[config.mk]
export PLATFORM = sky130hd
export DESIGN_NAME = looper_fetch
export DESIGN_NICKNAME = d
export VERILOG_FILES = /design/src/looper_bus_pkg.sv /design/src/looper_fetch.sv
export SDC_FILE = /design/constraint.sdc
export NUM_CORES = 1
export LEC_CHECK = 0
export BUFFER_PORTS_ARGS = -buffer_cell sky130_fd_sc_hd__buf_2
export CORE_MARGIN = 1.5
export CORE_UTILIZATION = 47
export CTS_BUF_LIST = sky130_fd_sc_hd__clkbuf_4 sky130_fd_sc_hd__clkbuf_8
export DETAILED_ROUTE_END_ITERATION = 10
export PLACE_DENSITY = 0.94
export REMOVE_ABC_BUFFERS = 1
export SETUP_SLACK_MARGIN = 0.1
export SKIP_LAST_GASP = 1
export SLEW_MARGIN = 40
export SYNTH_ARGS = -nofsm -noshare
export SYNTH_HDL_FRONTEND = slang
export SYNTH_SLANG_ARGS = --single-unit
[constraint.sdc]
create_clock -name clk_100MHz_buf -period 4.3 [get_ports clk_100MHz_buf]
set_input_delay 1.29 -clock clk_100MHz_buf [delete_from_list [all_inputs] [get_ports clk_100MHz_buf]]
set_output_delay 1.29 -clock clk_100MHz_buf [all_outputs]
set_load 0.1 [all_outputs]
[src/looper_bus_pkg.sv]
`default_nettype none

package looper_bus_pkg;

   // 16384 words of program and data
   localparam int addr_w = 14;

   typedef logic [63:0]       word_t;
   typedef logic [addr_w-1:0] addr_t;

   ////////////////////////////////////////
   // Block to block transfers
   ////////////////////////////////////////

   // Host or core memory access
   typedef struct packed {
      logic  en;
      logic  we;
      addr_t addr;
      word_t wdata;
   } mem_port_t;

   // Tagged instruction from fetch to exec
   typedef struct packed {
      logic  valid;
      logic  epoch;
      addr_t pc;
      word_t instr;
   } fetch_pkt_t;

   // Taken loop back to fetch
   typedef struct packed {
      logic  valid;
      addr_t target;
   } redirect_t;

   // Run state from the control block
   typedef struct packed {
      logic  run;
      logic  flush;
      addr_t start_pc;
   } core_cfg_t;

endpackage

`default_nettype wire

[src/looper_fetch.sv]
`timescale 1ns/1ns
`default_nettype none

module looper_fetch #(
   parameter int queue_depth = 4
) (
   input  wire                             clk_100MHz_buf,
   input  wire                             rst_n,
   input  wire looper_bus_pkg::core_cfg_t  core_cfg,
   input  wire looper_bus_pkg::redirect_t  redirect,
   input  wire [$clog2(queue_depth+1)-1:0] credit_return,
   output logic                            rd_en,
   output looper_bus_pkg::addr_t           rd_addr,
   input  wire                             rd_accept,
   input  wire looper_bus_pkg::word_t      rdata,
   output looper_bus_pkg::fetch_pkt_t      fetch_pkt
);

   localparam int cnt_w = $clog2(queue_depth + 1);

   looper_bus_pkg::addr_t pc;
   logic                  epoch;
   logic [cnt_w-1:0]      credits;
   logic                  restart;
   looper_bus_pkg::addr_t restart_pc;
   logic                  issue_epoch;
   logic                  accepted;
   // Tag stage beside the memory read
   logic                  tag_valid;
   logic                  tag_epoch;
   looper_bus_pkg::addr_t tag_pc;
   // Packet stage
   logic                  pkt_valid;
   logic                  pkt_epoch;
   looper_bus_pkg::addr_t pkt_pc;
   looper_bus_pkg::word_t pkt_instr;

   ////////////////////////////////////////
   // Read request
   ////////////////////////////////////////

   // Flush outranks a loop redirect
   assign restart     = core_cfg.flush || redirect.valid;
   assign restart_pc  = core_cfg.flush ? core_cfg.start_pc : redirect.target;
   // New epoch already on the restart read
   assign issue_epoch = restart ? ~epoch : epoch;
   // One credit per read
   assign rd_en       = core_cfg.run && (credits != '0);
   assign rd_addr     = restart ? restart_pc : pc;
   // A store can steal the port
   assign accepted    = rd_en && rd_accept;

   always_ff @(posedge clk_100MHz_buf or negedge rst_n) begin
      if (!rst_n) begin
         pc      <= '0;
         epoch   <= 1'b0;
         credits <= cnt_w'(queue_depth);
      end else begin
         epoch   <= issue_epoch;
         // Next sequential word after an accepted read
         pc      <= rd_addr + looper_bus_pkg::addr_t'(accepted);
         credits <= credits + credit_return - cnt_w'(accepted);
      end
   end

   ////////////////////////////////////////
   // Return path
   ////////////////////////////////////////

   // Valid two cycles after the accepted read
   always_ff @(posedge clk_100MHz_buf or negedge rst_n) begin
      if (!rst_n) begin
         tag_valid <= 1'b0;
         pkt_valid <= 1'b0;
      end else begin
         tag_valid <= accepted;
         pkt_valid <= tag_valid;
      end
   end

   // Tags and word
   always_ff @(posedge clk_100MHz_buf) begin
      tag_epoch <= issue_epoch;
      tag_pc    <= rd_addr;
      pkt_epoch <= tag_epoch;
      pkt_pc    <= tag_pc;
      pkt_instr <= rdata;
   end

   // Exec judges the epoch
   assign fetch_pkt = '{valid: pkt_valid, epoch: pkt_epoch, pc: pkt_pc, instr: pkt_instr};

   // Returns never exceed what was spent
   a_credit_range: assert property (@(posedge clk_100MHz_buf) disable iff (!rst_n)
      credits <= cnt_w'(queue_depth))
      else $error("looper_fetch: credit count %0d out of range", credits);

endmodule

`default_nettype wire

==> impl_summary.txt <==
----------------------------------------------------
[Layout]
  Post-layout util ... 72.3%
  Most frequent standard cell in the layout excluding fill and tap cells ... sky130_fd_sc_hd__buf_2
  Fraction of final layout cells sized beyond drive strength 1 ... 57.3%
  Count of nets after finishing ... 533
  Synth-to-Final Area Change ... 45.9%
  Antenna diodes ... 0
  Commonest cells after routing, fill and taps aside ... 194 x sky130_fd_sc_hd__buf_2, 94 x sky130_fd_sc_hd__dfxtp_1, 19 x sky130_fd_sc_hd__dfrtp_1

[Drt]
  Total number of vias ... 2,371
  Final Routed Wirelength ... 8170 um
  Average wire length per cell after detail routing ... 15.8 um
  DR DRC count ... 0
  Vias per Instance ... 4.59
  Total iterations of the first detailed-routing run ... 4
  Initial DRC Count ... 79
  DRT antenna net count ... 0

[Critical path]
  Data arrival time at the worst-slack endpoint ... 2.79 ns
  CP Max Fanout ... 14
  Ordered list of cells on the worst path ... buf_2 -> mux2_2 -> mux2i_2 -> inv_1 -> buf_2
  Element type at the critical path start ... primary input
  Slowest cell on the critical path ... sky130_fd_sc_hd__mux2_2
  Setup Crit Path Kind ... in2out
  Cell occurring most often along the worst timing path ... sky130_fd_sc_hd__buf_2
  Required time of the worst setup path ... 3.01 ns
  Delay of the slowest cell on the worst path ... 0.39 ns
  Critical path capture point type ... output pin

[Synth]
  Synthesized area per cell ... 15.1 um^2
  Adder and majority cell fraction of the synthesized area ... 2.18%
  Top FF cell, synth ... sky130_fd_sc_hd__dfxtp_1
  Proportion of synthesized area in mux cells ... 8.09%
  Register area share after synthesis ... 74.1%
  Synthesized-area fraction occupied by and/or/nand/nor cells ... 5.52%
  Share of flip-flops with an asynchronous set or reset after synthesis ... 17.5%
  Number of flops mapped to enable cells by yosys ... 0
  Cell area after synthesis ... 3220 um^2
  Warnings, synthesis ... 0
  Xor-xnor portion of the synthesized cell area ... 4.63%
  Post-synthesis compound-gate area fraction ... 1.94%
  Dominant combinational cell family by area after synthesis ... multiplexers
  Seq cells post-synth ... 114
  Number of library cell types mapped by synthesis ... 36
  Number of standard cells after synthesis ... 213

[Placed design]
  PortBufs ... 195
  Placer Congestion ... 0.843
  Post-detailed-placement half-perimeter wirelength ... 6280 um
  Pre-CTS setup slack ... 0.226 ns

[Timing]
  Final critical-path required period ... 4.08 ns
  Setup repair after global routing missed its margin ... no
  Worst hold margin ... 0.319 ns
  Final critical-path share of the clock period ... 94.9%
  Largest clock skew in the final design ... 0.00897 ns
  Headroom to the max-slew limit ... 66.1%
  Slew Limit Fails ... 0
  Final setup violation count ... 0
  Setup total negative slack ... 0 ns
  Crit path setup slack, layout ... 0.218 ns
  Final hold violations ... 0
  Slew at the pin with the worst max-slew slack ... 0.513 ns
  Highest clock rate ... 0.245 GHz

[Pwr]
  Ratio of total power to cell area ... 635 nW/um^2
  Leak Pwr ... 2.34 nW
  Worst voltage drop across the vdd grid ... 252 uV

[Clock tree]
  Number of buffers inserted during clock tree synthesis ... 17
  Number of sinks handled by clock tree synthesis ... 114
  H-tree Lvls ... 4
  Clock Path Buffers ... 2
  Clock tree from TritonCTS ... built
  Number of hold buffers added after cts ... 0
  Clock transition at path regs ... 0.07 ns
  Clock insertion delay at the later pin of the skew report ... 0.41 ns
  Cell at the root of the clock tree ... sky130_fd_sc_hd__clkbuf_8

[Floorplanning]
  Standard cell core area ... 6490 um^2
  Std cell rows ... 29
  Die width ... 85.7 um
  Die Footprint ... 7350 um^2
  Floorplan die height ... 85.7 um
  Initial cell density of the core ... 49.5%
  Ports placed on the boundary ... 196

[Global route]
  Maximum number of pins on one net before global-route repair ... 21
  Initial antenna violation count ... 0
  Vias in the first global route ... 2,428
  First-pass GRT wire length ... 11,900 um
  Remaining global-route overflow ... 0
  Total global-route track usage ... 22.6%

[Run]
  Max-cap violations ... 0

[Worst hold path]
  Kind of path behind the tightest hold check ... reg2reg

[Outcome]
  Run status ... finished, final reports clean

----------------------------------------------------
cells in the mapped netlist (all sizes together) (2+ instances only):
| library cell | number | area [um^2] |
|---|---|---|
| xnor2 | 16 | 140 |
| dfrtp | 19 | 475 |
| mux2i | 12 | 148 |
| o21ai | 6 | 33.8 |
| dfxtp | 94 | 1880 |
| ha | 4 | 50.1 |
| nand4 | 2 | 12.5 |
| inv | 15 | 61.3 |
| nor2b | 2 | 12.5 |
| nand3 | 4 | 20.0 |
| nor4 | 3 | 55.1 |
| nor3 | 2 | 10.0 |
| nor2 | 3 | 11.3 |
| and2 | 2 | 12.5 |
| nand2 | 6 | 22.5 |
| mux2 | 9 | 113 |
| buf | 5 | 53.8 |
cells by family after synthesis:
logic type	after synthesis
xor gates and xnor gates	17
adders and majority gates	5
muxes	21
and+or+nand+nor	26
buffers and inverters	20
AOI/OAI and AO/OA	10
DFF	114
state kept, by name, summed over array words and instances (netlist names):
register   count
tag_pc        14
credits        3
pkt_valid      1
pc            14
pkt_pc        14
tag_epoch      1
pkt_epoch      1
epoch          1
tag_valid      1
pkt_instr     64
through the flow:
step	instances	power (mW)	instance area, um^2
finish	517	2.98	4690
global route	517	3.09	4690
CTS	517	3.01	4690
detailed placement	485	2.03	4290
global placement	485	2.02	4290
floorplan	208	1.87	3160
layout make-up:
type,count,area [um^2]
inverter,15,61.3
tap,77,96.3
sequential,114,2380
clock buffer,18,248
timing repair buffer,200,1030
multi-input combinational,79,723
fill,459,1800
clock inverter,14,154
per-layer routing:
| metal | up-vias | share of wire [%] | track usage [%] |
|---|---|---|---|
| met5 | - | 0 | 0 |
| met4 | 0 | 2.5 | 9.97 |
| met3 | 20 | 7.3 | 10.7 |
| met2 | 121 | 55 | 40.9 |
| met1 | 1109 | 35 | 21.6 |
| li1 | 1121 | - | - |
repair_timing:
action / CTS / global route
setup buffers: 0 / 0
resized for setup: 0 / 1
endpoints found under the setup margin: 0 / 1
final timing paths:
check | start | slack, ns | depth (start not counted) | endpoint
setup / recovery | redirect[14] | 0.22 | 5 | rd_addr[5]
hold / removal | tag_epoch | 0.32 | 0 | pkt_epoch
setup reg to reg | credits[2] | 2.19 | 8 | pc[10]
hold reg to reg | tag_epoch | 0.32 | 0 | pkt_epoch
max in group asynchronous | rst_n | 3.13 | 1 | credits[2]
min in group asynchronous | rst_n | 0.83 | 1 | pc[10]
critical path: cells and delay by family:
family                 cells  cell delay [ns]
buffers and inverters      3             0.78
multiplexers               2             0.72
where the power goes:
part / leakage, nW / switching (mW) / total (mW) / internal (mW)
combinational: 1.12 / 0.640 / 0.801 / 0.162
clock: 0.196 / 0.432 / 0.969 / 0.537
sequential: 1.03 / 0.0356 / 1.21 / 1.17
total: 2.34 / 1.11 / 2.98 / 1.87
Note: power is estimated with default switching activity, not from simulation.
