**config.mk**
```make
export PLATFORM = sky130hd
export DESIGN_NAME = looper_exec
export DESIGN_NICKNAME = d
export VERILOG_FILES = /design/src/looper_bus_pkg.sv /design/src/looper_isa_pkg.sv /design/src/looper_exec.sv
export SDC_FILE = /design/constraint.sdc
export NUM_CORES = 2
export LEC_CHECK = 0
export CAP_MARGIN = 30
export CORE_MARGIN = 2
export CORE_UTILIZATION = 50
export DETAILED_ROUTE_END_ITERATION = 10
export DONT_BUFFER_PORTS = 1
export RECOVER_POWER = 100
export SLEW_MARGIN = 20
export SYNTH_ARGS = -nofsm -noshare
export SYNTH_HDL_FRONTEND = slang
export SYNTH_SLANG_ARGS = --single-unit
```
**constraint.sdc**
```tcl
create_clock -name clk_100MHz_buf -period 14.55 [get_ports clk_100MHz_buf]
set_input_delay 0 -clock clk_100MHz_buf [delete_from_list [all_inputs] [get_ports clk_100MHz_buf]]
set_output_delay 0 -clock clk_100MHz_buf [all_outputs]
set_load 0.005 [all_outputs]
```
**src/looper_bus_pkg.sv**
```systemverilog
`default_nettype none

package looper_bus_pkg;

   // 16384 words of program and data
   localparam int addr_w = 14;

   typedef logic [63:0]       word_t;
   typedef logic [addr_w-1:0] addr_t;

   ////////////////////////////////////////
   // Block to block transfers
   ////////////////////////////////////////

   // Host or core memory access
   typedef struct packed {
      logic  en;
      logic  we;
      addr_t addr;
      word_t wdata;
   } mem_port_t;

   // Tagged instruction from fetch to exec
   typedef struct packed {
      logic  valid;
      logic  epoch;
      addr_t pc;
      word_t instr;
   } fetch_pkt_t;

   // Taken loop back to fetch
   typedef struct packed {
      logic  valid;
      addr_t target;
   } redirect_t;

   // Run state from the control block
   typedef struct packed {
      logic  run;
      logic  flush;
      addr_t start_pc;
   } core_cfg_t;

endpackage

`default_nettype wire

```
**src/looper_isa_pkg.sv**
```systemverilog
`default_nettype none

package looper_isa_pkg;

   ////////////////////////////////////////
   // Opcodes
   ////////////////////////////////////////

   // Top nibble of every instruction word
   // Codes 6 to 15 run as NOP
   typedef enum logic [3:0] {
      op_nop   = 4'h0,
      op_loadi = 4'h1,
      op_addi  = 4'h2,
      op_store = 4'h3,
      op_loop  = 4'h4,
      op_halt  = 4'h5
   } opcode_t;

   ////////////////////////////////////////
   // Instruction formats
   ////////////////////////////////////////

   // Register format for LOADI, ADDI and STORE
   typedef struct packed {
      opcode_t     opcode;
      logic [2:0]  rd;
      logic [2:0]  rs;
      logic [21:0] unused;
      // Sign extended on use
      logic [31:0] imm;
   } alu_fmt_t;

   // Loop format
   typedef struct packed {
      opcode_t     opcode;
      logic [15:0] count;
      // Absolute word address of the loop body
      logic [13:0] target;
      logic [29:0] unused;
   } loop_fmt_t;

   // One word seen through either format
   typedef union packed {
      alu_fmt_t  alu;
      loop_fmt_t lp;
   } instr_u;

endpackage

`default_nettype wire
```
**src/looper_exec.sv**
```systemverilog
`timescale 1ns/1ns
`default_nettype none

module looper_exec #(
   parameter int queue_depth = 4
) (
   input  wire                             clk_100MHz_buf,
   input  wire                             rst_n,
   input  wire looper_bus_pkg::core_cfg_t  core_cfg,
   input  wire looper_bus_pkg::fetch_pkt_t fetch_pkt,
   output logic [$clog2(queue_depth+1)-1:0] credit_return,
   output looper_bus_pkg::redirect_t       redirect,
   output looper_bus_pkg::mem_port_t       store,
   output logic                            halt
);

   localparam int cnt_w = $clog2(queue_depth + 1);
   localparam int ptr_w = $clog2(queue_depth);

   // Instruction queue
   looper_bus_pkg::word_t   q_mem [queue_depth];
   logic [ptr_w-1:0]        wr_ptr;
   logic [ptr_w-1:0]        rd_ptr;
   logic [cnt_w-1:0]        q_count;
   logic                    exp_epoch;
   logic                    arrive_stale;
   logic                    push;
   logic                    restart;
   // Execute state
   looper_bus_pkg::word_t   regs [8];
   logic [15:0]             loop_cnt;
   logic                    loop_active;
   logic                    stopped;
   logic                    fire;
   looper_isa_pkg::instr_u  head;
   looper_isa_pkg::opcode_t op;
   looper_bus_pkg::word_t   imm_ext;
   logic [15:0]             loop_cur;
   logic                    do_jump;
   logic                    do_store;

   // Wrap for any depth
   function automatic logic [ptr_w-1:0] ptr_inc(input logic [ptr_w-1:0] p);
      return (p == ptr_w'(queue_depth - 1)) ? '0 : p + 1'b1;
   endfunction

   ////////////////////////////////////////
   // Decode of the queue head
   ////////////////////////////////////////

   assign head    = q_mem[rd_ptr];
   // Same nibble in both formats
   assign op      = head.alu.opcode;
   assign imm_ext = {{32{head.alu.imm[31]}}, head.alu.imm};
   // One instruction per cycle while running
   assign fire    = core_cfg.run && !core_cfg.flush && !stopped && (q_count != '0);

   // Inactive counter takes the count field
   assign loop_cur = loop_active ? loop_cnt : head.lp.count;
   assign do_jump  = fire && (op == looper_isa_pkg::op_loop) && (loop_cur != 16'd0);
   assign redirect = '{valid: do_jump, target: head.lp.target};

   // Granted in the same cycle
   assign do_store = fire && (op == looper_isa_pkg::op_store);
   assign store    = '{en: do_store, we: do_store, addr: head.alu.imm[13:0],
                       wdata: regs[head.alu.rs]};

   ////////////////////////////////////////
   // Queue and credits
   ////////////////////////////////////////

   assign restart      = core_cfg.flush || do_jump;
   // Old epoch or arriving during a restart
   assign arrive_stale = fetch_pkt.valid && (restart || (fetch_pkt.epoch != exp_epoch));
   assign push         = fetch_pkt.valid && !arrive_stale;
   // Whole queue back on restart
   assign credit_return = (restart ? q_count : cnt_w'(fire)) + cnt_w'(arrive_stale);

   always_ff @(posedge clk_100MHz_buf or negedge rst_n) begin
      if (!rst_n) begin
         wr_ptr    <= '0;
         rd_ptr    <= '0;
         q_count   <= '0;
         exp_epoch <= 1'b0;
      end else if (restart) begin
         wr_ptr    <= '0;
         rd_ptr    <= '0;
         q_count   <= '0;
         exp_epoch <= ~exp_epoch;
      end else begin
         if (push) begin
            wr_ptr <= ptr_inc(wr_ptr);
         end
         if (fire) begin
            rd_ptr <= ptr_inc(rd_ptr);
         end
         q_count <= q_count + cnt_w'(push) - cnt_w'(fire);
      end
   end

   always_ff @(posedge clk_100MHz_buf) begin
      if (push) begin
         q_mem[wr_ptr] <= fetch_pkt.instr;
      end
   end

   ////////////////////////////////////////
   // Registers, loop counter and halt
   ////////////////////////////////////////

   always_ff @(posedge clk_100MHz_buf or negedge rst_n) begin
      if (!rst_n) begin
         for (int i = 0; i < 8; i++) begin
            regs[i] <= '0;
         end
         loop_cnt    <= '0;
         loop_active <= 1'b0;
         stopped     <= 1'b0;
         halt        <= 1'b0;
      end else if (core_cfg.flush) begin
         // Fresh program state on start
         for (int i = 0; i < 8; i++) begin
            regs[i] <= '0;
         end
         loop_cnt    <= '0;
         loop_active <= 1'b0;
         stopped     <= 1'b0;
         halt        <= 1'b0;
      end else begin
         halt <= 1'b0;
         if (fire) begin
            case (op)
               looper_isa_pkg::op_loadi: begin
                  regs[head.alu.rd] <= imm_ext;
               end
               looper_isa_pkg::op_addi: begin
                  regs[head.alu.rd] <= regs[head.alu.rs] + imm_ext;
               end
               looper_isa_pkg::op_loop: begin
                  // Falls through when the count runs out
                  loop_active <= do_jump;
                  loop_cnt    <= loop_cur - 16'd1;
               end
               looper_isa_pkg::op_halt: begin
                  halt    <= 1'b1;
                  stopped <= 1'b1;
               end
               default: begin
               end
            endcase
         end
      end
   end

   // Fetch credits must keep a slot free for every packet
   a_queue_room: assert property (@(posedge clk_100MHz_buf) disable iff (!rst_n)
      fetch_pkt.valid |-> (q_count < cnt_w'(queue_depth)))
      else $error("looper_exec: packet into a full queue");

endmodule

`default_nettype wire

```
==> results.txt <==
Critical path's slowest cell -> o21ai_0
FFs w/ async S/R, synth -> 0.6780
Hold Crit Class -> in -> reg
Ys flop type -> dfrtp_1
Reg2reg path depth -> 8
DRT Wirelength -> 112300 um
Routed vias/inst -> 6.654
Fin crit share -> 0.7100
Utilization after layout -> 0.5578
VDD IR-drop max -> 0.1446 mV
Met1 usage -> 0.3734
Latest clock arrival within the worst-skew pair -> 0.66 ns
R2R Setup Slk -> 4.22 ns
Htree depth -> 3
GRT Util Overall -> 0.2893
Setup Skew -> 0.03856 ns
CTS tree -> done
Sum Neg Setup Slack -> 0 ns
Layout area overhead -> 11.11%
Vias post-DR -> 26476
GR Layer Usage met3 -> 0.07631
Syn_area_per_cell -> 12.93 um^2
Max_slew headroom -> -3.075
CTS buffer count -> 85
I/O pin total -> 197
Final Wtd Congestion -> 0.8855
CP startpoint kind -> register
Post-CTS Hold Fix Bufs -> 72
Setup bufs post-CTS -> 0
Final antenna-violating net count -> 0
Buf/Inv on CP -> 3
Clock sink count -> 795
Final hold vios -> 0
RSZ-0062 raised after global routing -> false
CORE AREA -> 75570 um^2
Required time of the worst setup path -> 15.11 ns
Pwr dens -> 163.9 nW/um^2
FF-to-FF End -> regs[97]$_DFFE_PN0P_
Register area share after synthesis -> 0.5581
Iteration-0 DRC Markers -> 2611
WHS Path Cells -> 1
CP Capture Type -> register
Port Buf Inserts -> 0
Tmin final -> 10.33 ns
EDFF count, synth -> 256
Setup Viol. Count Final -> 0
Vias in the first global route -> 27404
Met2 GRT Util -> 0.4768
Root Buffer -> clkbuf_16
Crit path max fanout -> 37
Cell area after technology mapping -> 37940 um^2
Post-cts gate resize count -> 0
Critical path type -> reg -> reg
Drc violations -> 0
Most frequent CP cell -> clkbuf_1
Reg2Reg Launch Point -> rd_ptr[0]$_DFFE_PN0P_
Crit-path max cell delay -> 2.56 ns
Most common library cell in the layout ignoring fill and taps -> dfrtp_1
Clock Tree Buf Depth -> 3
Gr ovfl total -> 0
Post-DP HPWL -> 66650 um
LEAKAGE -> 0.01739 uW
CP arrival -> 10.89 ns
Fraction of layout cells with a size suffix above 1 -> 0.1377
Failing checks -> max-capacitance violations, max-slew violations
Cell Chain, Critical Path -> clkbuf_1 > mux4_2 > nand2b_1 > nor2_1 > o21ai_0 > buf_16 > clkbuf_1 > a221o_1
First-pass GRT wire length -> 170500 um
Reg clk slew, reported paths -> 0.06 ns
Tot Pwr -> 6911 uW
Antenna violations before repair -> 2
Hold wc startpoint -> fetch_pkt[32]
Placement Rows -> 101
Largest net degree at the start of global routing -> 540
Starting Density -> 0.5020
Nets -> 3104
Worst-Margin Slew -> 6.112 ns
Most frequent cells in the layout -> 538 x dfrtp_1, 334 x o21ai_0, 289 x nand2_1, 256 x edfxtp_1, 193 x a21oi_1
Count of cell types in the netlist -> 93
Outcome -> finished, violations left
Cells after synthesis -> 2934
Maximum clock rate -> 0.09680 GHz
Die height -> 279.5 um
Max capacitance violation total -> 19
Syn_nets -> 3108
#FFs+latches synth -> 795
DRT Pass-1 Iters -> 8
Die area -> 78100 um^2
CP top delay family -> buffers and inverters
Final Max Tran Viols -> 790
DR WL/cell -> 28.22 um
Die Wd -> 279.5 um
Hold path endpoint -> q_mem[3][32]$_DFFE_PP_
Synth warnings -> 0
Most Used Layer, Global Route -> met2
## through the flow
step	hold WS, ns	instance area [um^2]	setup slack, ns	cells
floorplan	-0.2956	37940	8.842	2934
global placement	-0.2278	38550	7.154	3737
finish	0.03222	42150	4.220	3979
global route	0.02180	42150	3.448	3979
detailed placement	-0.2251	38620	7.186	3740
CTS	0.0002499	42310	7.116	3968
## flip-flops by register name, summed over array words and instances (netlist names)
register,flops
exp_epoch,1
halt,1
loop_active,1
loop_cnt,16
q_count,3
q_mem,256
rd_ptr,2
regs,512
stopped,1
wr_ptr,2
## routing by layer
layer  vias up  wire (um)
met1     13768      44450
met5         -          0
li1      11244          -
met4         0       3774
met2      1191      54000
met3       273      10080
## power by group
group | total (uW) | internal (uW) | switching, uW
Combinational | 1900 | 696 | 1200
Sequential | 2740 | 2590 | 152
Clock | 2270 | 1330 | 934
## cells in the mapped netlist, types with 46 or more instances
cell type | number | share of area
a22o_1 | 74 | 0.017
mux2_2 | 65 | 0.019
nor2_1 | 126 | 0.012
buf_2 | 84 | 0.011
ha_1 | 74 | 0.024
clkbuf_1 | 95 | 0.0094
dfrtp_1 | 539 | 0.36
a21oi_1 | 193 | 0.025
o21ai_0 | 304 | 0.040
nand2_1 | 290 | 0.029
a221o_1 | 161 | 0.042
xnor2_1 | 46 | 0.011
mux4_2 | 190 | 0.11
edfxtp_1 | 256 | 0.20
## cells by family after synthesis
group	share of synthesized area
AO/OA/AOI/OAI	0.1640
XOR/XNOR	0.02002
adder cells (fa/ha/maj)	0.02546
buffers and inverters	0.03077
flip-flops	0.5581
multiplexers	0.1386
AND/OR/NAND/NOR	0.06302
## cell type report
cell class	count	area (um^2)
fillers	6218	33420
diodes	2	5.005
flip-flops and latches	795	21180
clock inverters	37	536.8
clock buffers	119	2416
inverters	25	93.84
repair buffers	129	1242
well taps	978	1224
multi-input cells	1894	15460
## worst max path at each step
stage	startpoint	end	slack, ns	cells after the start
after global routing	rd_ptr[0]$_DFFE_PN0P_	regs[118]$_DFFE_PN0P_	3.45	9
after CTS	rd_ptr[0]$_DFFE_PN0P_	regs[319]$_DFFE_PN0P_	7.12	15
after global placement	rd_ptr[0]$_DFFE_PN0P_	regs[511]$_DFFE_PN0P_	7.15	15
after floorplan	rd_ptr[0]$_DFFE_PN0P_	regs[124]$_DFFE_PN0P_	8.84	21
after detailed placement	rd_ptr[0]$_DFFE_PN0P_	regs[511]$_DFFE_PN0P_	7.19	15
final	rd_ptr[0]$_DFFE_PN0P_	regs[97]$_DFFE_PN0P_	4.22	8
Power figures use the tool's default switching activity.
