===== src/looper_bus_pkg.sv =====
`default_nettype none

package looper_bus_pkg;

   // 16384 words of program and data
   localparam int addr_w = 14;

   typedef logic [63:0]       word_t;
   typedef logic [addr_w-1:0] addr_t;

   ////////////////////////////////////////
   // Block to block transfers
   ////////////////////////////////////////

   // Host or core memory access
   typedef struct packed {
      logic  en;
      logic  we;
      addr_t addr;
      word_t wdata;
   } mem_port_t;

   // Tagged instruction from fetch to exec
   typedef struct packed {
      logic  valid;
      logic  epoch;
      addr_t pc;
      word_t instr;
   } fetch_pkt_t;

   // Taken loop back to fetch
   typedef struct packed {
      logic  valid;
      addr_t target;
   } redirect_t;

   // Run state from the control block
   typedef struct packed {
      logic  run;
      logic  flush;
      addr_t start_pc;
   } core_cfg_t;

endpackage

`default_nettype wire


===== src/looper_ctrl_regs.sv =====
`timescale 1ns/1ns
`default_nettype none

module looper_ctrl_regs #(
   parameter int heartbeat_bit = 21
) (
   input  wire                        clk_100MHz_buf,
   input  wire                        rst_n,
   input  wire looper_bus_pkg::addr_t extern_pc,
   input  wire                        extern_pc_en,
   input  wire                        halt,
   output looper_bus_pkg::core_cfg_t  core_cfg,
   output logic                       led_heartbeat,
   output logic                       led_halted
);

   // Run flag, one cycle flush and start address
   looper_bus_pkg::core_cfg_t cfg_q;
   logic                      halted;
   // Free running heartbeat count
   logic [heartbeat_bit:0]    hb_cnt;

   ////////////////////////////////////////
   // Run state
   ////////////////////////////////////////

   always_ff @(posedge clk_100MHz_buf or negedge rst_n) begin
      if (!rst_n) begin
         cfg_q  <= '0;
         halted <= 1'b0;
      end else begin
         // Flush lasts one cycle
         cfg_q.flush <= 1'b0;
         // Start beats halt in the same cycle
         if (extern_pc_en) begin
            cfg_q.start_pc <= extern_pc;
            cfg_q.run      <= 1'b1;
            cfg_q.flush    <= 1'b1;
            halted         <= 1'b0;
         end else if (halt) begin
            cfg_q.run <= 1'b0;
            halted    <= 1'b1;
         end
      end
   end

   // Heartbeat
   always_ff @(posedge clk_100MHz_buf or negedge rst_n) begin
      if (!rst_n) begin
         hb_cnt <= '0;
      end else begin
         hb_cnt <= hb_cnt + 1'b1;
      end
   end

   assign core_cfg      = cfg_q;
   // Toggles every 2^heartbeat_bit cycles
   assign led_heartbeat = hb_cnt[heartbeat_bit];
   assign led_halted    = halted;

   // Exec only halts out of a running program
   a_halt_in_run: assert property (@(posedge clk_100MHz_buf) disable iff (!rst_n)
      halt |-> cfg_q.run)
      else $error("looper_ctrl_regs: halt while not running");

endmodule

`default_nettype wire


===== config.mk =====
export PLATFORM = sky130hd
export DESIGN_NAME = looper_ctrl_regs
export DESIGN_NICKNAME = d
export VERILOG_FILES = /design/src/looper_bus_pkg.sv /design/src/looper_ctrl_regs.sv
export SDC_FILE = /design/constraint.sdc
export NUM_CORES = 1
export LEC_CHECK = 0
export ABC_AREA = 1
export BUFFER_PORTS_ARGS = -buffer_cell sky130_fd_sc_hd__buf_4
export CAP_MARGIN = 5
export CORE_MARGIN = 2
export CORE_UTILIZATION = 40
export CTS_CLUSTER_DIAMETER = 50
export DETAILED_ROUTE_END_ITERATION = 16
export GPL_ROUTABILITY_DRIVEN = 0
export MAX_ROUTING_LAYER = met4
export PLACE_DENSITY = 0.59
export SLEW_MARGIN = 20
export SYNTH_ARGS = -nofsm -noshare
export SYNTH_HDL_FRONTEND = slang
export SYNTH_SLANG_ARGS = --single-unit

===== constraint.sdc =====
create_clock -name clk_100MHz_buf -period 3.1 [get_ports clk_100MHz_buf]
set_clock_uncertainty 0.05 [all_clocks]
set_input_delay 0.31 -clock clk_100MHz_buf [delete_from_list [all_inputs] [get_ports clk_100MHz_buf]]
set_output_delay 0.31 -clock clk_100MHz_buf [all_outputs]
set_load 0.05 [all_outputs]

==> results by group, run 1 <==
Outcome
  – Status: completed

Global route
  – Initial antenna violation count: 0
  – First-pass GRT wire length: 5530 um
  – Overflow after GRT: 0
  – GR Util All Layers: 0.145
  – Via count of the first global-routing pass: 1276
  – Met1 usage: 0.184
  – Met2 Usage GRT: 0.219
  – Largest net degree at the start of global routing: 40
  – Met3 usage: 0.0378
  – Busiest grt layer: met2

Timing
  – Fin Setup TNS: 0 ns
  – Fin crit share: 0.448
  – Hold Vio Cnt, Final: 0
  – Hold WS: 0.170 ns
  – Fmax: 0.720 GHz
  – RSZ-0062 raised after global routing: false
  – Min Tclk post-route: 1.39 ns
  – Max_slew headroom: 0.672
  – # setup viols final: 0
  – Worst Tran Pin Value: 0.492 ns
  – Final Max Slew Viols: 0

Worst hold path
  – Hold EP: core_cfg[1]
  – Hold Startpoint: extern_pc[1]
  – Worst hold-check path type: in -> reg
  – WHS Path Cells: 3

Clocking
  – Longest Clk Path Bufs: 2
  – Resized cells post-CTS: 0
  – Clock transition at path regs: 0.07 ns
  – # H-tree levels: 2
  – Clock latency on the worst-skew pair: around 0.28 ns
  – TritonCTS clock tree: built
  – CTS Buf Count: 5
  – # clock sinks: 39
  – Clock root cell: clkbuf_8
  – Setup Fix Bufs, Post-CTS: 0

Critical path
  – Critical path class: reg -> reg
  – Reg2Reg Depth: 8
  – CP arrival: 1.52 ns
  – Worst Path Required: 3.23 ns
  – Crit path launch type: register
  – Reg2reg setup slack: about 1.7 ns
  – Crit path max fanout: 7
  – Worst r2r src: hb_cnt[1]
  – FF-to-FF End: hb_cnt[16]
  – Worst setup EP type: register

Yosys
  – Async S/R FF share, synth: 1.00
  – Mapped Area: 1730 um^2
  – Synth Net Count: 211
  – Post-synth top cells: nand2_1, dfrtp_1, nor2_1
  – Synth top area cells: dfrtp_1, nand2_1, xor2_1, nand3b_1, nor2_1
  – Synthesized instance count: ~190
  – Cell with the most instances after synthesis: nand2_1
  – Yosys reg bits: 39
  – Most used DFF post-synth: dfrtp_1
  – Seq/Total Area, Yosys: 0.563
  – Top cell type by total area after synthesis: dfrtp_1
  – Post-synth EDFFs: 0
  – Post-synth top area share: 0.563
  – Post-synthesis cell type count: 21
  – YS warnings: 0
  – Syn avg cell area: between 9 and 10 um^2

Layout
  – Fillcell total: 403
  – Layout area overhead: 24.4%
  – Number of nets in the layout: 251
  – Layout cells sized above 1: 0.245
  – Inserted Diodes: 0

Routing
  – Via count: 1294
  – Iter 0 DRT Violations: 51
  – Drt total wl: 3120 um
  – Post-DR vias/cell: ~4.6
  – First-pass DRT Iterations: 4
  – Post-DRT Antenna Nets: 0
  – Drt drc: 0
  – Wire length per cell: 11.0 um

Run
  – MaxCap Viol Count: 0

Pwr
  – Pwr Density: 488 nW/um^2
  – Static leakage: 1.13 nW
  – Worst-case vdd ir drop: 0.239 mV

Die
  – Initial core utilization: 0.424
  – Die ar.: 4880 um^2
  – Rows: 23
  – Chip width: 69.8 um
  – DIE HEIGHT: 69.8 um
  – Core Area: 4090 um^2
  – I/O pin cnt: 36

Placed design
  – DP Wirelength: 2320 um
  – Buffers on Ports: 35
## logic make-up after synthesis
logic type | after synthesis | synth area share
adders and majority gates | 1 | 0.00721
DFF | 39 | 0.563
xor gates and xnor gates | 12 | 0.0649
AOI/OAI and AO/OA | 2 | 0.00577
and+or+nand+nor | 124 | 0.328
buffers and inverters | 14 | 0.0310
## power breakdown
part / internal [mW] / leakage (nW) / total (mW) / switching, mW
clock network: 0.203 / 0.0515 / 0.368 / 0.165
registers: 0.527 / 0.498 / 0.538 / 0.0103
logic: 0.0459 / 0.585 / 0.148 / 0.102
total: 0.776 / 1.13 / 1.05 / 0.277
## critical path: stages, from the launching register on
cell     delay, ns
dfrtp_1       0.37
ha_1          0.21
nand2_2       0.09
nor2_4        0.16
nand2_4       0.10
nor2_8        0.14
nand2_1       0.07
nand2_1       0.06
nand2_1       0.04
## worst max-delay path by stage
stage | endpoint | depth (start not counted) | start | slack, ns
after floorplan | hb_cnt[18] | 8 | hb_cnt[1] | 1.83
after global placement | hb_cnt[18] | 8 | hb_cnt[1] | 1.76
after detailed placement | hb_cnt[16] | 8 | hb_cnt[1] | 1.70
after CTS | hb_cnt[16] | 8 | hb_cnt[1] | 1.69
after global routing | hb_cnt[14] | 8 | hb_cnt[1] | 1.58
final | hb_cnt[16] | 8 | hb_cnt[1] | 1.71
## placed cells by master (no fill, tap or decap), types with 2 or more instances in the layout
master and instances:
buf_4 35, clkbuf_8 7, dfrtp_1 39, inv_1 9
inv_2 2, nand2_1 85, nand2_2 4, nand3_1 3
nand3b_1 7, nor2_1 14, nor2_2 2, nor2_4 4
nor3_1 2, o21ai_0 2, xnor2_1 4, xor2_1 7
## stage by stage
step	std cells	util	total power [mW]	cell area (um^2)	worst slack (ns)
after floorplan	192	-	0.633	1730	1.83
after global placement	274	0.501	0.696	2050	1.76
after detailed placement	274	0.501	0.696	2050	1.70
after CTS	283	0.528	1.07	2160	1.69
after global routing	283	0.528	1.10	2160	1.58
final	283	0.528	1.05	2160	1.71
## routing by layer
layer  wire length [um]  share of wire
met1               1500           0.48
met2               1420           0.46
met3                149          0.048
met4                 53          0.017
met5                  0              0
## layout make-up
type,count,area (um^2),share of cell area
Inverter,11,41.3,0.0191
Timing Repair Buffer,36,273,0.126
Multi-Input combinational cell,139,704,0.327
Sequential cell,39,976,0.452
Tap cell,50,62.6,0.0290
Clock buffer,8,100,0.0464
## flip-flops by register name, summed over array words and instances, names as in the netlist
name	count
led_halted	1
hb_cnt	22
core_cfg	16
## repair_timing
action,CTS,global route
endpoints found under the hold margin,39,0
endpoints found under the setup margin,0,0
hold buffers,1,0
No activity file was read; power rests on OpenSTA's default activity.
==> inputs of run 2 (changes only) <==
--- a/config.mk
+++ b/config.mk
@@ -14,7 +14,7 @@
 export DETAILED_ROUTE_END_ITERATION = 16
 export GPL_ROUTABILITY_DRIVEN = 0
 export MAX_ROUTING_LAYER = met4
-export PLACE_DENSITY = 0.59
+export PLACE_DENSITY = 0.62
 export SLEW_MARGIN = 20
 export SYNTH_ARGS = -nofsm -noshare
 export SYNTH_HDL_FRONTEND = slang
==> constraint.sdc (replaced) <==
create_clock -name clk_100MHz_buf -period 1.2 [get_ports clk_100MHz_buf]
set_clock_uncertainty 0.05 [all_clocks]
set_input_delay 0.12 -clock clk_100MHz_buf [delete_from_list [all_inputs] [get_ports clk_100MHz_buf]]
set_output_delay 0.12 -clock clk_100MHz_buf [all_outputs]
set_load 0.05 [all_outputs]
==> run 2 against run 1 <==
  * The flow now finishes with violations (setup timing)
  * Clock power rose to 2.9 times the previous value
  * Critical endpoint is now hb_cnt[10]
  * First-iteration DRC count increased by 80%
  * Global-route usage grew 1.4 points
  * Fmax increased by 7.6%
  * Clock-buffer cell count down 3
  * Sequential share of layout area down 7.0 points
  * Via count up 11%
  * Largest cell class unchanged
==> results by group, run 2 (synthesis gave the netlist of run 1 again) <==
Routing
  – Via count: 1441 (+11%)
  – Post-DR vias/cell: 4.48 (-2.1%)
  – Drt drc: 0 (unchanged)
  – Post-DRT Antenna Nets: 0 (unchanged)
  – Drt total wl: 3580 um (+15%)
  – Iter 0 DRT Violations: 92 (+80%)
  – First-pass DRT Iterations: 4 (unchanged)
  – Wire length per cell: 11.1 um (+0.79%)

Layout
  – Layout cells sized above 1: 0.338 (+0.0936)
  – Most frequent cells in the layout: nand2_1, buf_4, dfrtp_1
  – Max FFs per register: 22 (unchanged)
  – Multi-input logic area: 753 um^2 (+6.9%)
  – Inserted Diodes: 0 (unchanged)
  – Fillcell total: 337 (-16%)
  – Commonest non-fill, non-tap cell in the layout: nand2_1
  – Biggest register: hb_cnt
  – Reg area: 976 um^2 (unchanged)
  – Layout area overhead: 47.0%
  – Number of nets in the layout: 291 (+16%)

Worst hold path
  – Hold Startpoint: extern_pc_en
  – Worst hold-check path type: in -> reg

Critical path
  – Worst setup EP type: register
  – CP arrival: 1.45 ns (-0.07 ns)
  – Critical path class: reg -> reg
  – Worst r2r src: hb_cnt[1]
  – Worst Path Required: 1.36 ns (-1.87 ns)
  – Crit path max fanout: 3 (-4)
  – Worst setup path start: hb_cnt[1]
  – Crit path launch type: register

Clocking
  – Clock latency on the worst-skew pair: 0.29 ns (about the same)
  – # clock sinks: 39 (unchanged)
  – TritonCTS clock tree: built
  – CTS Buf Count: 5 (unchanged)
  – # H-tree levels: 2 (unchanged)
  – Clock root cell: clkbuf_8
  – Clock transition at path regs: 0.08 ns (about the same)
  – Longest Clk Path Bufs: 2 (unchanged)

Die
  – I/O pin cnt: 36 (unchanged)
  – Rows: 23 (unchanged)
  – Chip width: 69.8 um (unchanged)
  – Core Area: 4090 um^2 (unchanged)
  – Initial core utilization: 0.424 (unchanged)
  – DIE HEIGHT: 69.8 um (unchanged)
  – Die ar.: 4880 um^2 (unchanged)

Timing
  – Fin worst setup slack: -0.0911 ns (-1.80 ns)
  – # setup viols final: 7 (+7)
  – Fin crit share: 1.08 (+0.628)
  – Fmax: 0.775 GHz (+7.6%)
  – Hold Vio Cnt, Final: 0 (unchanged)
  – Max_slew headroom: 0.677 (+0.00528)
  – Worst Tran Pin Value: 0.485 ns (-0.00792 ns)
  – Min Tclk post-route: 1.29 ns (-0.0983 ns)
  – Final Max Slew Viols: 0 (unchanged)
  – RSZ-0062 raised after global routing: true

Global route
  – Largest net degree at the start of global routing: 40 (unchanged)
  – Initial antenna violation count: 0 (unchanged)
  – GR Util All Layers: 0.158 (+0.0138)
  – Overflow after GRT: 0 (unchanged)
  – First-pass GRT wire length: 6030 um (+9.1%)
  – Via count of the first global-routing pass: 1379 (+8.1%)

Placed design
  – Buffers on Ports: 35 (unchanged)
  – DP Wirelength: 2360 um (+1.7%)
  – Pre-CTS setup slack: -0.0844 ns (-1.79 ns)

Pwr
  – Pwr Density: 1120 nW/um^2 (+130%)
  – Static leakage: 1.32 nW (+17%)
  – Worst-case vdd ir drop: 0.801 mV (+240%)
  – Pwr Total: 2.86 mW (+170%)

Outcome
  – Failing checks: setup timing
  – Status: complete, but fails checks

Run
  – MaxCap Viol Count: 0 (unchanged)
run 2: changes by cell type in the layout (fill, tap and decap cells not counted), sizes merged:
cell,delta
buf,+25
bufinv,+1
clkbuf,-3
clkinvlp,+1
dlygate4sd3,+15
run 2: final cells by class:
type,count,share of cell area
inverter,11,0.0162
clock buffer,5,0.0270
timing repair buffer,76,0.239
multi-input combinational,139,0.295
clock inverter,2,0.0147
sequential,39,0.383
tap,50,0.0245
run 2: worst paths after layout:
path                       depth (start not counted)  slack, ns            to
max in group asynchronous                          2       0.45     hb_cnt[5]
setup reg to reg                                   7      -0.09    hb_cnt[10]
min in group asynchronous                          2       0.30   core_cfg[6]
hold / removal                                     1       0.01  core_cfg[14]
setup / recovery                                   7      -0.09    hb_cnt[10]
hold reg to reg                                    1       0.42     hb_cnt[0]
run 2: where the power goes:
| part | internal [mW] | leakage (nW) | switching [mW] |
|---|---|---|---|
| Clock | 0.607 | 0.0502 | 0.442 |
| Combinational | 0.153 | 0.775 | 0.276 |
| Sequential | 1.36 | 0.498 | 0.0248 |
| Total | 2.12 | 1.32 | 0.743 |
run 2: worst max-delay path, cell delays in order (launching register included):
cell     delay (ns)
dfrtp_1        0.35
ha_2           0.18
nand2_2        0.07
nor2_4         0.11
nand2_4        0.09
buf_4          0.15
nor2_4         0.07
xor2_1         0.14
run 2: metal layers:
metal  wire [um]  vias up  global-route usage
met3          80        8              0.0349
li1            -      742                   -
met2        1900       11               0.256
met5           0        -                   -
met4          58        0              0.0577
met1        1540      680               0.195
run 2: repair_timing:
| action | 4_1_cts | 5_1_grt |
|---|---|---|
| buffers inserted | 4 | 5 |
| endpoints found under the setup margin | 10 | 19 |
| hold buffers | 16 | 0 |
| gates resized for setup | 2 | 11 |
| pin swaps | 1 | 9 |
| endpoints found under the hold margin | 54 | 0 |
run 2: per-stage QoR:
step | util | TNS, ns | instance area (um^2) | instances | hold WS [ns]
floorplan | - | -0.228 | 1740 | 192 | -0.226
global placement | 0.531 | -0.167 | 2170 | 290 | 0.0781
detailed placement | 0.531 | -0.346 | 2170 | 290 | 0.0756
CTS | 0.604 | -0.405 | 2470 | 317 | 0.00619
global route | 0.624 | -1.68 | 2550 | 322 | 0.0107
finish | 0.624 | -0.301 | 2550 | 322 | 0.0149
